$ cat src/verilog/decode_pkg.sv
// Types and constants for the RV32I decode stage. Only base-ISA opcodes are defined and SYSTEM or MISC-MEM have no entry
package decode_pkg;

    localparam int XLEN       = 32;
    localparam int REG_ADDR_W = 5;
    localparam int NUM_REGS   = 32;

    typedef logic [XLEN-1:0]       word_t;
    typedef logic [REG_ADDR_W-1:0] reg_addr_t;

    // Immediate ALU forms share the register-form code
    typedef enum logic [4:0] {
        UOP_NOP,
        UOP_ADD, UOP_SUB, UOP_SLL, UOP_SLT, UOP_SLTU,
        UOP_XOR, UOP_SRL, UOP_SRA, UOP_OR, UOP_AND,
        UOP_LB, UOP_LH, UOP_LW, UOP_LBU, UOP_LHU,
        UOP_SB, UOP_SH, UOP_SW,
        UOP_BEQ, UOP_BNE, UOP_BLT, UOP_BGE, UOP_BLTU, UOP_BGEU,
        UOP_JAL, UOP_JALR, UOP_LUI, UOP_AUIPC
    } uop_e;

    typedef enum logic [2:0] {
        FMT_R,
        FMT_I,
        FMT_S,
        FMT_B,
        FMT_U,
        FMT_J
    } fmt_e;

    typedef enum logic [1:0] {
        FWD_NONE,                          // Register file value
        FWD_EX,                            // Execute-stage result
        FWD_WB                             // Writeback data
    } fwd_sel_e;

    typedef struct packed {
        logic lt;                          // Signed rs1 < rs2
        logic ltu;                         // Unsigned rs1 < rs2
        logic eq;
    } cmp_t;

    // Major opcodes, bits 6:0 of the instruction
    typedef enum logic [6:0] {
        OPC_LOAD   = 7'b0000011,
        OPC_STORE  = 7'b0100011,
        OPC_BRANCH = 7'b1100011,
        OPC_OP     = 7'b0110011,
        OPC_OP_IMM = 7'b0010011,
        OPC_JAL    = 7'b1101111,
        OPC_JALR   = 7'b1100111,
        OPC_LUI    = 7'b0110111,
        OPC_AUIPC  = 7'b0010111
    } opcode_e;

endpackage

$ cat src/verilog/instr_decoder.sv
// Base RV32I only, so SYSTEM, FENCE, M-extension and unknown encodings all come out as illegal with UOP_NOP
`timescale 1ns/1ps

module instr_decoder (
    input  decode_pkg::word_t instr_i,
    output decode_pkg::uop_e  uop_o,
    output decode_pkg::fmt_e  fmt_o,
    output logic              src_a_pc_o,
    output logic              src_b_imm_o,
    output logic              illegal_o
);

    import decode_pkg::*;

    opcode_e    opcode;
    logic [2:0] funct3;
    logic [6:0] funct7;

    assign opcode = opcode_e'(instr_i[6:0]);
    assign funct3 = instr_i[14:12];
    assign funct7 = instr_i[31:25];

    always_comb begin
        uop_o       = UOP_NOP;
        fmt_o       = FMT_R;
        src_a_pc_o  = 1'b0;
        src_b_imm_o = 1'b1;                // Most forms take the immediate

        case (opcode)
            OPC_OP: begin
                src_b_imm_o = 1'b0;
                if (funct7 == 7'b0000000) begin
                    case (funct3)
                        3'b000: uop_o = UOP_ADD;
                        3'b001: uop_o = UOP_SLL;
                        3'b010: uop_o = UOP_SLT;
                        3'b011: uop_o = UOP_SLTU;
                        3'b100: uop_o = UOP_XOR;
                        3'b101: uop_o = UOP_SRL;
                        3'b110: uop_o = UOP_OR;
                        3'b111: uop_o = UOP_AND;
                    endcase
                end else if (funct7 == 7'b0100000) begin
                    if (funct3 == 3'b000) begin
                        uop_o = UOP_SUB;
                    end else if (funct3 == 3'b101) begin
                        uop_o = UOP_SRA;
                    end
                end
            end
            OPC_OP_IMM: begin
                fmt_o = FMT_I;
                case (funct3)
                    3'b000: uop_o = UOP_ADD;
                    3'b001: uop_o = (funct7 == 7'b0000000) ? UOP_SLL : UOP_NOP;
                    3'b010: uop_o = UOP_SLT;
                    3'b011: uop_o = UOP_SLTU;
                    3'b100: uop_o = UOP_XOR;
                    3'b101: begin
                        if (funct7 == 7'b0000000) begin
                            uop_o = UOP_SRL;
                        end else if (funct7 == 7'b0100000) begin
                            uop_o = UOP_SRA;
                        end
                    end
                    3'b110: uop_o = UOP_OR;
                    3'b111: uop_o = UOP_AND;
                endcase
            end
            OPC_LOAD: begin
                fmt_o = FMT_I;
                case (funct3)
                    3'b000:  uop_o = UOP_LB;
                    3'b001:  uop_o = UOP_LH;
                    3'b010:  uop_o = UOP_LW;
                    3'b100:  uop_o = UOP_LBU;
                    3'b101:  uop_o = UOP_LHU;
                    default: uop_o = UOP_NOP;
                endcase
            end
            OPC_STORE: begin
                fmt_o = FMT_S;
                case (funct3)
                    3'b000:  uop_o = UOP_SB;
                    3'b001:  uop_o = UOP_SH;
                    3'b010:  uop_o = UOP_SW;
                    default: uop_o = UOP_NOP;
                endcase
            end
            OPC_BRANCH: begin
                fmt_o       = FMT_B;
                src_b_imm_o = 1'b0;        // Both sources feed the compare
                case (funct3)
                    3'b000:  uop_o = UOP_BEQ;
                    3'b001:  uop_o = UOP_BNE;
                    3'b100:  uop_o = UOP_BLT;
                    3'b101:  uop_o = UOP_BGE;
                    3'b110:  uop_o = UOP_BLTU;
                    3'b111:  uop_o = UOP_BGEU;
                    default: uop_o = UOP_NOP;
                endcase
            end
            OPC_JAL: begin
                uop_o       = UOP_JAL;
                fmt_o       = FMT_J;
                src_a_pc_o  = 1'b1;
                src_b_imm_o = 1'b0;
            end
            OPC_JALR: begin
                fmt_o = FMT_I;
                uop_o = (funct3 == 3'b000) ? UOP_JALR : UOP_NOP;
            end
            OPC_LUI: begin
                uop_o = UOP_LUI;
                fmt_o = FMT_U;
            end
            OPC_AUIPC: begin
                uop_o      = UOP_AUIPC;
                fmt_o      = FMT_U;
                src_a_pc_o = 1'b1;
            end
            default: uop_o = UOP_NOP;
        endcase

        // No legal encoding maps to NOP
        illegal_o = (uop_o == UOP_NOP);
    end

endmodule

$ cat src/verilog/reg_file.sv
// Two async read ports and one write port with no write-to-read bypass, x0 is hardwired to zero
`timescale 1ns/1ps

module reg_file (
    input  logic                  clk_i,
    input  logic                  arst_n_i,
    input  decode_pkg::reg_addr_t rd_addr_a_i,
    input  decode_pkg::reg_addr_t rd_addr_b_i,
    output decode_pkg::word_t     rd_data_a_o,
    output decode_pkg::word_t     rd_data_b_o,
    input  logic                  we_i,
    input  decode_pkg::reg_addr_t wr_addr_i,
    input  decode_pkg::word_t     wr_data_i
);

    import decode_pkg::*;

    word_t regs_q [1:NUM_REGS-1];          // x0 has no storage

    always_ff @(posedge clk_i or negedge arst_n_i) begin
        if (!arst_n_i) begin
            for (int i = 1; i < NUM_REGS; i++) begin
                regs_q[i] <= '0;
            end
        end else if (we_i && (wr_addr_i != '0)) begin
            regs_q[wr_addr_i] <= wr_data_i;
        end
    end

    // Same-cycle write is not visible here, hazard unit forwards it
    assign rd_data_a_o = (rd_addr_a_i == '0) ? '0 : regs_q[rd_addr_a_i];
    assign rd_data_b_o = (rd_addr_b_i == '0) ? '0 : regs_q[rd_addr_b_i];

endmodule

$ cat src/verilog/imm_gen.sv
// Sign-extended RV32I immediates for I, S, B, U and J formats, and zero for R format
`timescale 1ns/1ps

module imm_gen (
    input  decode_pkg::word_t instr_i,
    input  decode_pkg::fmt_e  fmt_i,
    output decode_pkg::word_t imm_o
);

    import decode_pkg::*;

    logic sign;

    assign sign = instr_i[31];

    always_comb begin
        case (fmt_i)
            FMT_I: begin
                imm_o = {{20{sign}}, instr_i[31:20]};
            end
            FMT_S: begin
                imm_o = {{20{sign}}, instr_i[31:25], instr_i[11:7]};
            end
            FMT_B: begin                   // Halfword offset, bit 0 is zero
                imm_o = {{20{sign}}, instr_i[7], instr_i[30:25], instr_i[11:8], 1'b0};
            end
            FMT_U: begin
                imm_o = {instr_i[31:12], 12'b0};
            end
            FMT_J: begin
                imm_o = {{12{sign}}, instr_i[19:12], instr_i[20], instr_i[30:21], 1'b0};
            end
            default: begin
                imm_o = '0;                // R format carries no immediate
            end
        endcase
    end

endmodule

$ cat src/verilog/operand_mux.sv
// Forwarding and operand selection. The relation flags always compare the forwarded rs1 and rs2 values
`timescale 1ns/1ps

module operand_mux (
    input  decode_pkg::word_t    rs1_data_i,
    input  decode_pkg::word_t    rs2_data_i,
    input  decode_pkg::fwd_sel_e fwd_a_i,
    input  decode_pkg::fwd_sel_e fwd_b_i,
    input  decode_pkg::word_t    ex_fwd_data_i,
    input  decode_pkg::word_t    wb_data_i,
    input  decode_pkg::word_t    pc_i,
    input  decode_pkg::word_t    imm_i,
    input  logic                 src_a_pc_i,
    input  logic                 src_b_imm_i,
    output decode_pkg::word_t    op_a_o,
    output decode_pkg::word_t    op_b_o,
    output decode_pkg::cmp_t     cmp_o
);

    import decode_pkg::*;

    word_t rs1_val;
    word_t rs2_val;

    // Shared by both source ports
    function automatic word_t fwd_pick(fwd_sel_e sel, word_t rf_val, word_t ex_val, word_t wb_val);
        case (sel)
            FWD_EX:  return ex_val;
            FWD_WB:  return wb_val;
            default: return rf_val;
        endcase
    endfunction

    assign rs1_val = fwd_pick(fwd_a_i, rs1_data_i, ex_fwd_data_i, wb_data_i);
    assign rs2_val = fwd_pick(fwd_b_i, rs2_data_i, ex_fwd_data_i, wb_data_i);

    assign op_a_o = src_a_pc_i ? pc_i : rs1_val;   // JAL and AUIPC use the PC
    assign op_b_o = src_b_imm_i ? imm_i : rs2_val;

    assign cmp_o.lt  = $signed(rs1_val) < $signed(rs2_val);
    assign cmp_o.ltu = rs1_val < rs2_val;
    assign cmp_o.eq  = rs1_val == rs2_val;

endmodule

$ cat src/verilog/decode_stage_reg.sv
// Decode to execute register. Flush wins over stall, and a stalled cycle drops the incoming instruction
`timescale 1ns/1ps

module decode_stage_reg (
    input  logic                  clk_i,
    input  logic                  arst_n_i,
    input  logic                  valid_i,
    input  logic                  stall_i,
    input  logic                  flush_i,
    input  decode_pkg::uop_e      uop_i,
    input  decode_pkg::fmt_e      fmt_i,
    input  decode_pkg::word_t     op_a_i,
    input  decode_pkg::word_t     op_b_i,
    input  decode_pkg::cmp_t      cmp_i,
    input  decode_pkg::reg_addr_t rd_i,
    input  decode_pkg::word_t     pc_next_i,
    input  logic                  illegal_i,
    output logic                  ex_valid_o,
    output decode_pkg::uop_e      ex_uop_o,
    output decode_pkg::fmt_e      ex_fmt_o,
    output decode_pkg::word_t     ex_op_a_o,
    output decode_pkg::word_t     ex_op_b_o,
    output decode_pkg::cmp_t      ex_cmp_o,
    output decode_pkg::reg_addr_t ex_rd_o,
    output decode_pkg::word_t     ex_pc_next_o,
    output logic                  ex_illegal_o
);

    import decode_pkg::*;

    always_ff @(posedge clk_i or negedge arst_n_i) begin
        if (!arst_n_i) begin
            ex_valid_o   <= 1'b0;
            ex_uop_o     <= UOP_NOP;
            ex_illegal_o <= 1'b0;
        end else if (flush_i) begin
            ex_valid_o   <= 1'b0;
            ex_uop_o     <= UOP_NOP;
            ex_illegal_o <= 1'b0;
        end else if (!stall_i) begin
            ex_valid_o   <= valid_i;       // Bubble when no strobe
            ex_uop_o     <= valid_i ? uop_i : UOP_NOP;
            ex_illegal_o <= valid_i & illegal_i;
        end
    end

    // Payload only moves with a real instruction
    always_ff @(posedge clk_i) begin
        if (valid_i && !stall_i) begin
            ex_fmt_o     <= fmt_i;
            ex_op_a_o    <= op_a_i;
            ex_op_b_o    <= op_b_i;
            ex_cmp_o     <= cmp_i;
            ex_rd_o      <= rd_i;
            ex_pc_next_o <= pc_next_i;
        end
    end

endmodule

$ cat src/verilog/decode_stage.sv
// RV32I decode stage top with one-cycle latency and no back-pressure besides stall, hazard detection is external
`timescale 1ns/1ps

module decode_stage (
    input  logic                  clk_i,
    input  logic                  arst_n_i,
    input  logic                  instr_valid_i,
    input  decode_pkg::word_t     instr_i,
    input  decode_pkg::word_t     pc_i,
    input  decode_pkg::word_t     pc_next_i,
    input  logic                  wb_we_i,
    input  decode_pkg::reg_addr_t wb_rd_i,
    input  decode_pkg::word_t     wb_data_i,
    input  decode_pkg::fwd_sel_e  fwd_a_i,
    input  decode_pkg::fwd_sel_e  fwd_b_i,
    input  decode_pkg::word_t     ex_fwd_data_i,
    input  logic                  stall_i,
    input  logic                  flush_i,
    output decode_pkg::reg_addr_t hz_rs1_o,
    output decode_pkg::reg_addr_t hz_rs2_o,
    output logic                  ex_valid_o,
    output decode_pkg::uop_e      ex_uop_o,
    output decode_pkg::fmt_e      ex_fmt_o,
    output decode_pkg::word_t     ex_op_a_o,
    output decode_pkg::word_t     ex_op_b_o,
    output decode_pkg::cmp_t      ex_cmp_o,
    output decode_pkg::reg_addr_t ex_rd_o,
    output decode_pkg::word_t     ex_pc_next_o,
    output logic                  ex_illegal_o
);

    import decode_pkg::*;

    uop_e      uop;
    fmt_e      fmt;
    logic      src_a_pc;
    logic      src_b_imm;
    logic      illegal;
    word_t     imm;
    word_t     rs1_data;
    word_t     rs2_data;
    word_t     op_a;
    word_t     op_b;
    cmp_t      cmp;
    reg_addr_t rs1;
    reg_addr_t rs2;
    reg_addr_t rd;

    assign rs1 = instr_i[19:15];
    assign rs2 = instr_i[24:20];
    assign rd  = instr_i[11:7];

    assign hz_rs1_o = rs1;                 // Raw fields for the hazard unit
    assign hz_rs2_o = rs2;

    instr_decoder u_dec (
        .instr_i     (instr_i),
        .uop_o       (uop),
        .fmt_o       (fmt),
        .src_a_pc_o  (src_a_pc),
        .src_b_imm_o (src_b_imm),
        .illegal_o   (illegal)
    );

    reg_file u_rf (
        .clk_i       (clk_i),
        .arst_n_i    (arst_n_i),
        .rd_addr_a_i (rs1),
        .rd_addr_b_i (rs2),
        .rd_data_a_o (rs1_data),
        .rd_data_b_o (rs2_data),
        .we_i        (wb_we_i),
        .wr_addr_i   (wb_rd_i),
        .wr_data_i   (wb_data_i)
    );

    imm_gen u_imm (
        .instr_i (instr_i),
        .fmt_i   (fmt),
        .imm_o   (imm)
    );

    operand_mux u_opmux (
        .rs1_data_i    (rs1_data),
        .rs2_data_i    (rs2_data),
        .fwd_a_i       (fwd_a_i),
        .fwd_b_i       (fwd_b_i),
        .ex_fwd_data_i (ex_fwd_data_i),
        .wb_data_i     (wb_data_i),
        .pc_i          (pc_i),
        .imm_i         (imm),
        .src_a_pc_i    (src_a_pc),
        .src_b_imm_i   (src_b_imm),
        .op_a_o        (op_a),
        .op_b_o        (op_b),
        .cmp_o         (cmp)
    );

    decode_stage_reg u_sreg (
        .clk_i        (clk_i),
        .arst_n_i     (arst_n_i),
        .valid_i      (instr_valid_i),
        .stall_i      (stall_i),
        .flush_i      (flush_i),
        .uop_i        (uop),
        .fmt_i        (fmt),
        .op_a_i       (op_a),
        .op_b_i       (op_b),
        .cmp_i        (cmp),
        .rd_i         (rd),
        .pc_next_i    (pc_next_i),
        .illegal_i    (illegal),
        .ex_valid_o   (ex_valid_o),
        .ex_uop_o     (ex_uop_o),
        .ex_fmt_o     (ex_fmt_o),
        .ex_op_a_o    (ex_op_a_o),
        .ex_op_b_o    (ex_op_b_o),
        .ex_cmp_o     (ex_cmp_o),
        .ex_rd_o      (ex_rd_o),
        .ex_pc_next_o (ex_pc_next_o),
        .ex_illegal_o (ex_illegal_o)
    );

endmodule

$ cat config.mk
export PLATFORM = sky130hd
export DESIGN_NAME = decode_stage
export DESIGN_NICKNAME = d
export VERILOG_FILES = /design/src/verilog/decode_pkg.sv /design/src/verilog/instr_decoder.sv /design/src/verilog/reg_file.sv /design/src/verilog/imm_gen.sv /design/src/verilog/operand_mux.sv /design/src/verilog/decode_stage_reg.sv /design/src/verilog/decode_stage.sv
export SDC_FILE = /design/constraint.sdc
export NUM_CORES = 2
export LEC_CHECK = 0
export ABC_AREA = 0
export BUFFER_PORTS_ARGS = -buffer_cell sky130_fd_sc_hd__buf_2
export CORE_ASPECT_RATIO = 2
export CORE_MARGIN = 3
export CORE_UTILIZATION = 56
export DETAILED_ROUTE_END_ITERATION = 10
export PLACE_DENSITY = 0.77
export SETUP_SLACK_MARGIN = 0.5
export SYNTH_ARGS = -nofsm -noshare
export SYNTH_HDL_FRONTEND = slang
export SYNTH_HIERARCHICAL = 1
export SYNTH_SLANG_ARGS = --single-unit
$ cat constraint.sdc
create_clock -name clk_i -period 2.9 [get_ports clk_i]
set_clock_uncertainty 0.1 [all_clocks]
set_input_delay 0.145 -clock clk_i [delete_from_list [all_inputs] [get_ports clk_i]]
set_output_delay 0.145 -clock clk_i [all_outputs]
set_load 0.05 [all_outputs]
---- Word-level counts from Yosys, hierarchy flattened ----
Memories as Yosys holds them, arrays and structs flattened.
Cells that the tools add are included.
operators by class
  eq/ne operators ......................... 28
  $lt $le $gt $ge ......................... 6
  muxes and demuxes ....................... 38
  reductions and logical operators ........ 14
  bitwise logic cells ..................... 4
operators by type and width
  operator                                                                count
  992-bit bitwise mux                                                     1
  32-bit binary-select mux with 5-bit select                              2
  32-bit two-way mux                                                      9
  32-bit demux with 5-bit select                                          1
  32-bit one-hot mux with 5 select lines                                  1
  32-bit one-hot mux with 2 select lines                                  2
  32-bit < comparator                                                     2
  5-bit one-hot mux with 9 select lines                                   1
  5-bit two-way mux                                                       8
  5-bit one-hot mux with 8 select lines                                   1
  32-bit equality test                                                    1
  5-bit one-hot mux with 6 select lines                                   1
  7-bit by 6-bit equality test with 1-bit output (second input constant)  4
  7-bit equality test (second input constant)                             3
  4-bit one-hot mux with 5 select lines                                   1
  3-bit equality test (second input constant)                             6
  6-bit greater-or-equal comparator (second input constant)               3
  5-bit inverter with 6-bit output                                        3
  5-bit logical NOT                                                       3
  3-bit one-hot mux with 5 select lines                                   1
  5-bit one-hot mux with 3 select lines                                   1
  7-bit by 5-bit equality test with 1-bit output (second input constant)  2
  3-bit by 2-bit equality test with 1-bit output (second input constant)  4
  4-bit two-way mux                                                       2
  16 further kinds                                                        27
word-level totals
  bits in read-only memories .............. 32
  word-level logic and storage cells ...... 133
  register bits after elaboration ......... 1106
  output and inout port bits .............. 124
  input port bits ......................... 175
  memories kept ........................... 1
memories
  name             words  width  rd ports  clocked after Yosys merged registers in  write ports  RTL line             RTL
  (no name shown)  8      4      1         0                                        0            instr_decoder.sv:33  case (funct3)

---- Depth between registers and ports, before layout ----
  depth in word-level cells ............... 10
  gate-level depth with buffers ........... 16
  mapped depth without buffers ............ 13

---- Hierarchy ----
Netlist, hierarchy kept.
by module, submodules not included
  module            times used  cells an instance  area an instance (µm²)
  reg_file          1           3776               53590.1
  decode_stage_reg  1           135                3522.1
  operand_mux       1           421                2633.8
  instr_decoder     1           115                759.5
  imm_gen           1           66                 390.4
  decode_stage      1           10                 75.1

---- Least setup slack after synthesis ----
Ideal clock, no wire load.
  path kind ............................... input -> register
  start ................................... input instr_valid_i
  end ..................................... register, netlist name u_sreg/ex_cmp_o[0]
  stages on the path ...................... 2
  slack ................................... -2817 ps
  arrival time ............................ 5032 ps
  cells stage by stage .................... clkbuf_2 nor2b_1
between the ends
  word-level cells in the longest chain between the ends .. 1
RTL lines
  what                RTL line                RTL
  start: declaration  decode_stage.sv:7       input logic instr_valid_i,
  1-bit logical AND   decode_stage_reg.sv:49  if (valid_i && !stall_i) begin
Every way passes these cells.
A chain may end at the register's enable or synchronous reset.

==> results.yml <==
clock_tree:
  clkLatencyLatePin_ns: 0.72
  cts-root-buf: "clkbuf_16"
  htree_levels: 3
  cts_sinks: 1106
  cts_max_path_buffers: 3
  clk_pin_slew_ns: 0.07
  cts_tree: "built"
  cts_buffers: 92
final_layout:
  drive_gt1_share_pct: 55.08
  area_delta_synth_final_pct: 25.18
  fillers: 6630
  fin_cells: 6968
  fin_area_um2: 76320
  fin_nets: 5726
global_routing:
  grt_max_degree: 127
  grt_pass1_wl_um: 329600
  grt_pass1_vias: 51870
  track_usage_pct: 39.82
  grt-ovfl-total: 0
  antenna_found_initial: 10
yosys:
  ys_dominant_reg_cell: "dfrtp_1"
  yosysSeqAreaShare_pct: 46.27
  synth_simple_gate_area_share_pct: 4.927
  synth_top_area_share_pct: 41.00
  ys_warn_count: 6
  ys_ff_latch: 1106
  synth_nets: 4743
  synth_xor_area_share_pct: 0
  synth_cell_types: 81
  synthTopCellsByArea: "dfrtp_1 41%, mux2_2 20%, mux4_2 15%, edfxtp_1 5.3%, mux2i_1 2.9%"
  yosysTopAreaCell: "dfrtp_1"
  synthCells: 4523
  synth.area.mux_share_pct: 37.88
  synth_top_family_by_area: "multiplexers"
  synth_area_um2: 60970
  synthArstFlopShare_pct: 90.33
  synth-edff-count: 107
  avgSynthCellArea_um2: 13.48
  yosys.area_share.adder_pct: 0.9235
  synth_compound_area_share_pct: 6.212
sta:
  maxSlewHeadroom_pct: 29.99
  fmax_ghz: 0.2798
  finalCriticalPeriod_ns: 3.574
  rsz0062_at_grt: "yes"
  finalHoldViolCount: 0
  finalCritPeriodShare_pct: 123.3
  slew_viol_final: 0
  tns_ns: -1.803
  setup_viol: 3
  tightestPinTransition_ns: 1.047
  fin_ws_ns: -0.6744
power:
  cellPowerDensity_nw_per_um2: 626.7
  p_seq_share_pct: 43.1
  peakVddDrop_mv: 0.4234
  combPwrFrac_pct: 28.1
  clock_power_share_pct: 28.9
  p_total_mw: 47.83
  p_int_mw: 33.75
  switching_share_pct: 29.45
  switchingPower_mw: 14.09
  p_leak_nw: 33.97
worst_setup_path:
  rrSetupSlack_ns: -0.67
  r2r-start: "u_rf/regs_q[833]"
  cpMostUsedCell: "a21oi_1"
  slowest_delay_ns: 0.47
  cp-startpoint: "u_rf/regs_q[833]"
  critPathArrivalTime_ns: 4.03
  crit_chain: "mux4_2 > nor2b_1 > o32a_1 > o221ai_1 > a21oi_1 > buf_4 > ha_1 > a21oi_1 > o21ai_2 > a211o_4 > a311oi_2"
  r2r.worst_path.cells: 11
  slowest_stage: "mux4_2"
  critPathLaunchType: "flop"
  required_ns: 3.35
  cp_max_fo: 3
  end_kind: "flop"
  r2r-end: "u_sreg/ex_cmp_o[2]"
  path_class: "flop to flop"
route:
  vias_per_cell: 7.006
  ant_nets: 0
  wl_um: 227600
  dr.pass1.iters: 6
  drcViolationCount: 0
  drt-initial-drc-count: 5529
  vias: 48820
  routedWlPerCell_um: 32.66
floorplan:
  die_y_um: 472.6
  die-width_um: 239.3
  rows: 170
  core_area_um2: 107600
  initial_core_util_pct: 56.65
  die_area_um2: 113100
  ios: 299
flow_run:
  maxCapViolations: 0
worst_hold_path:
  hold_path.class: "input pin to flop"
  holdPathStages: 5
  min-delay-start: "ex_fwd_data_i[9]"
  whs_endpoint: "u_sreg/ex_op_a_o[9]"
placed_design:
  gp_congestion: 0.9659
  place_area_um2: 70700
  place_inst: 6642
  io_buffers: 298
  dp_hpwl_um: 146300
outcome:
  status: "complete, but fails checks"
  violations: "setup timing"
[power groups by stage]
stage | Clock, mW | Combinational (mW) | Sequential (mW)
2_1_floorplan | 0 | 7.22 | 20.4
3_3_place_gp | 0 | 12.0 | 20.4
3_5_place_dp | 0 | 12.4 | 20.7
4_1_cts | 13.9 | 12.9 | 20.4
5_1_grt | 14.4 | 14.1 | 20.8
6_report | 13.8 | 13.4 | 20.6
[layout make-up]
| cell class | count | area [um2] | area share (%) |
|---|---|---|---|
| Tap cell | 1376 | 1722 | 2.256 |
| Clock inverter | 41 | 609.3 | 0.7984 |
| Timing Repair Buffer | 1354 | 11570 | 15.15 |
| Antenna cell | 9 | 22.52 | 0.02951 |
| Inverter | 18 | 70.07 | 0.09181 |
| Clock buffer | 130 | 2684 | 3.517 |
| Sequential cell | 1106 | 28210 | 36.97 |
| Multi-Input combinational cell | 2934 | 31440 | 41.19 |
[cells in the mapped netlist, types with 45 or more instances]
master,n
mux2_2,1084
dfrtp_1,999
mux4_2,399
nand2_1,290
clkbuf_1,212
mux2i_1,178
a21oi_1,162
buf_2,153
o21ai_0,123
nor2_1,110
edfxtp_1,107
a22oi_1,79
nor2b_1,71
nand3_1,56
a221oi_1,55
buf_4,54
ha_1,45
[stage by stage]
stage	hold WS [ns]	util (%)	setup slack, ns
3_3_place_gp	-0.01997	65.69	-1.087
4_1_cts	0.0005286	70.27	-0.5168
2_1_floorplan	-0.2506	-	-0.2276
3_5_place_dp	-0.01478	65.69	-1.152
5_1_grt	0.02670	70.90	-0.6819
6_report	0.03268	70.91	-0.6744
[worst max-delay path: cells and delay by family (launching register included)]
kind / cells / cell delay [ns]
mux: 1 / 0.47
flops: 1 / 0.42
compound gates: 7 / 1.76
fa+ha+maj: 1 / 0.24
simple gates: 1 / 0.23
buf+inv: 1 / 0.19
[layer usage]
metal,up-vias,wire (um),track usage (%)
li1,19140,-,-
met1,24580,72520,44.48
met2,3751,104400,62.48
met3,1342,26070,11.52
met4,6,24510,34.07
met5,-,45,0
[cell usage in the layout (no fill, tap or decap), types with 45 or more instances in the layout]
master,n
mux2i_1,169
dfrtp_1,999
o21ai_0,59
buf_2,288
nand2_1,270
a21oi_1,131
edfxtp_1,107
dlygate4sd3_1,115
mux4_2,399
nor2_1,93
a22oi_1,79
buf_4,776
mux2_2,1074
a221oi_1,45
nor2b_1,55
nand3_1,53
clkbuf_16,96
buf_12,130
[worst max path at each step]
stage | endpoint | cells after the start
detailed placement | u_sreg/ex_cmp_o[2] | 15
global placement | u_sreg/ex_cmp_o[2] | 15
finish | u_sreg/ex_cmp_o[2] | 11
CTS | u_sreg/ex_cmp_o[2] | 16
global route | u_sreg/ex_cmp_o[2] | 13
floorplan | u_sreg/ex_cmp_o[2] | 16
[registers in the layout, summed over array words and instances, names as in the netlist]
register,count
u_sreg/ex_valid_o,1
u_sreg/ex_cmp_o,3
u_sreg/ex_rd_o,5
u_rf/regs_q,992
u_sreg/ex_pc_next_o,32
u_sreg/ex_uop_o,5
u_sreg/ex_fmt_o,3
u_sreg/ex_op_a_o,32
u_sreg/ex_illegal_o,1
u_sreg/ex_op_b_o,32
[cell families (layout without fill, tap and decap cells)]
kind of cell,count (synthesis),after routing
DFF,1106,1106
adders and majority gates,45,45
and+or+nand+nor,644,644
other,0,9
buffers and inverters,483,1543
muxes,1672,1672
AOI/OAI and AO/OA,573,573
[repair_timing]
item,CTS,global route
cloned,0,0
hold buffers,116,0
gates resized for setup,111,143
endpoints found under the hold margin,1484,0
setup buffers,12,18
pin swaps,30,48
setup endpoints to repair,33,61
No activity file was read; power rests on OpenSTA's default activity.
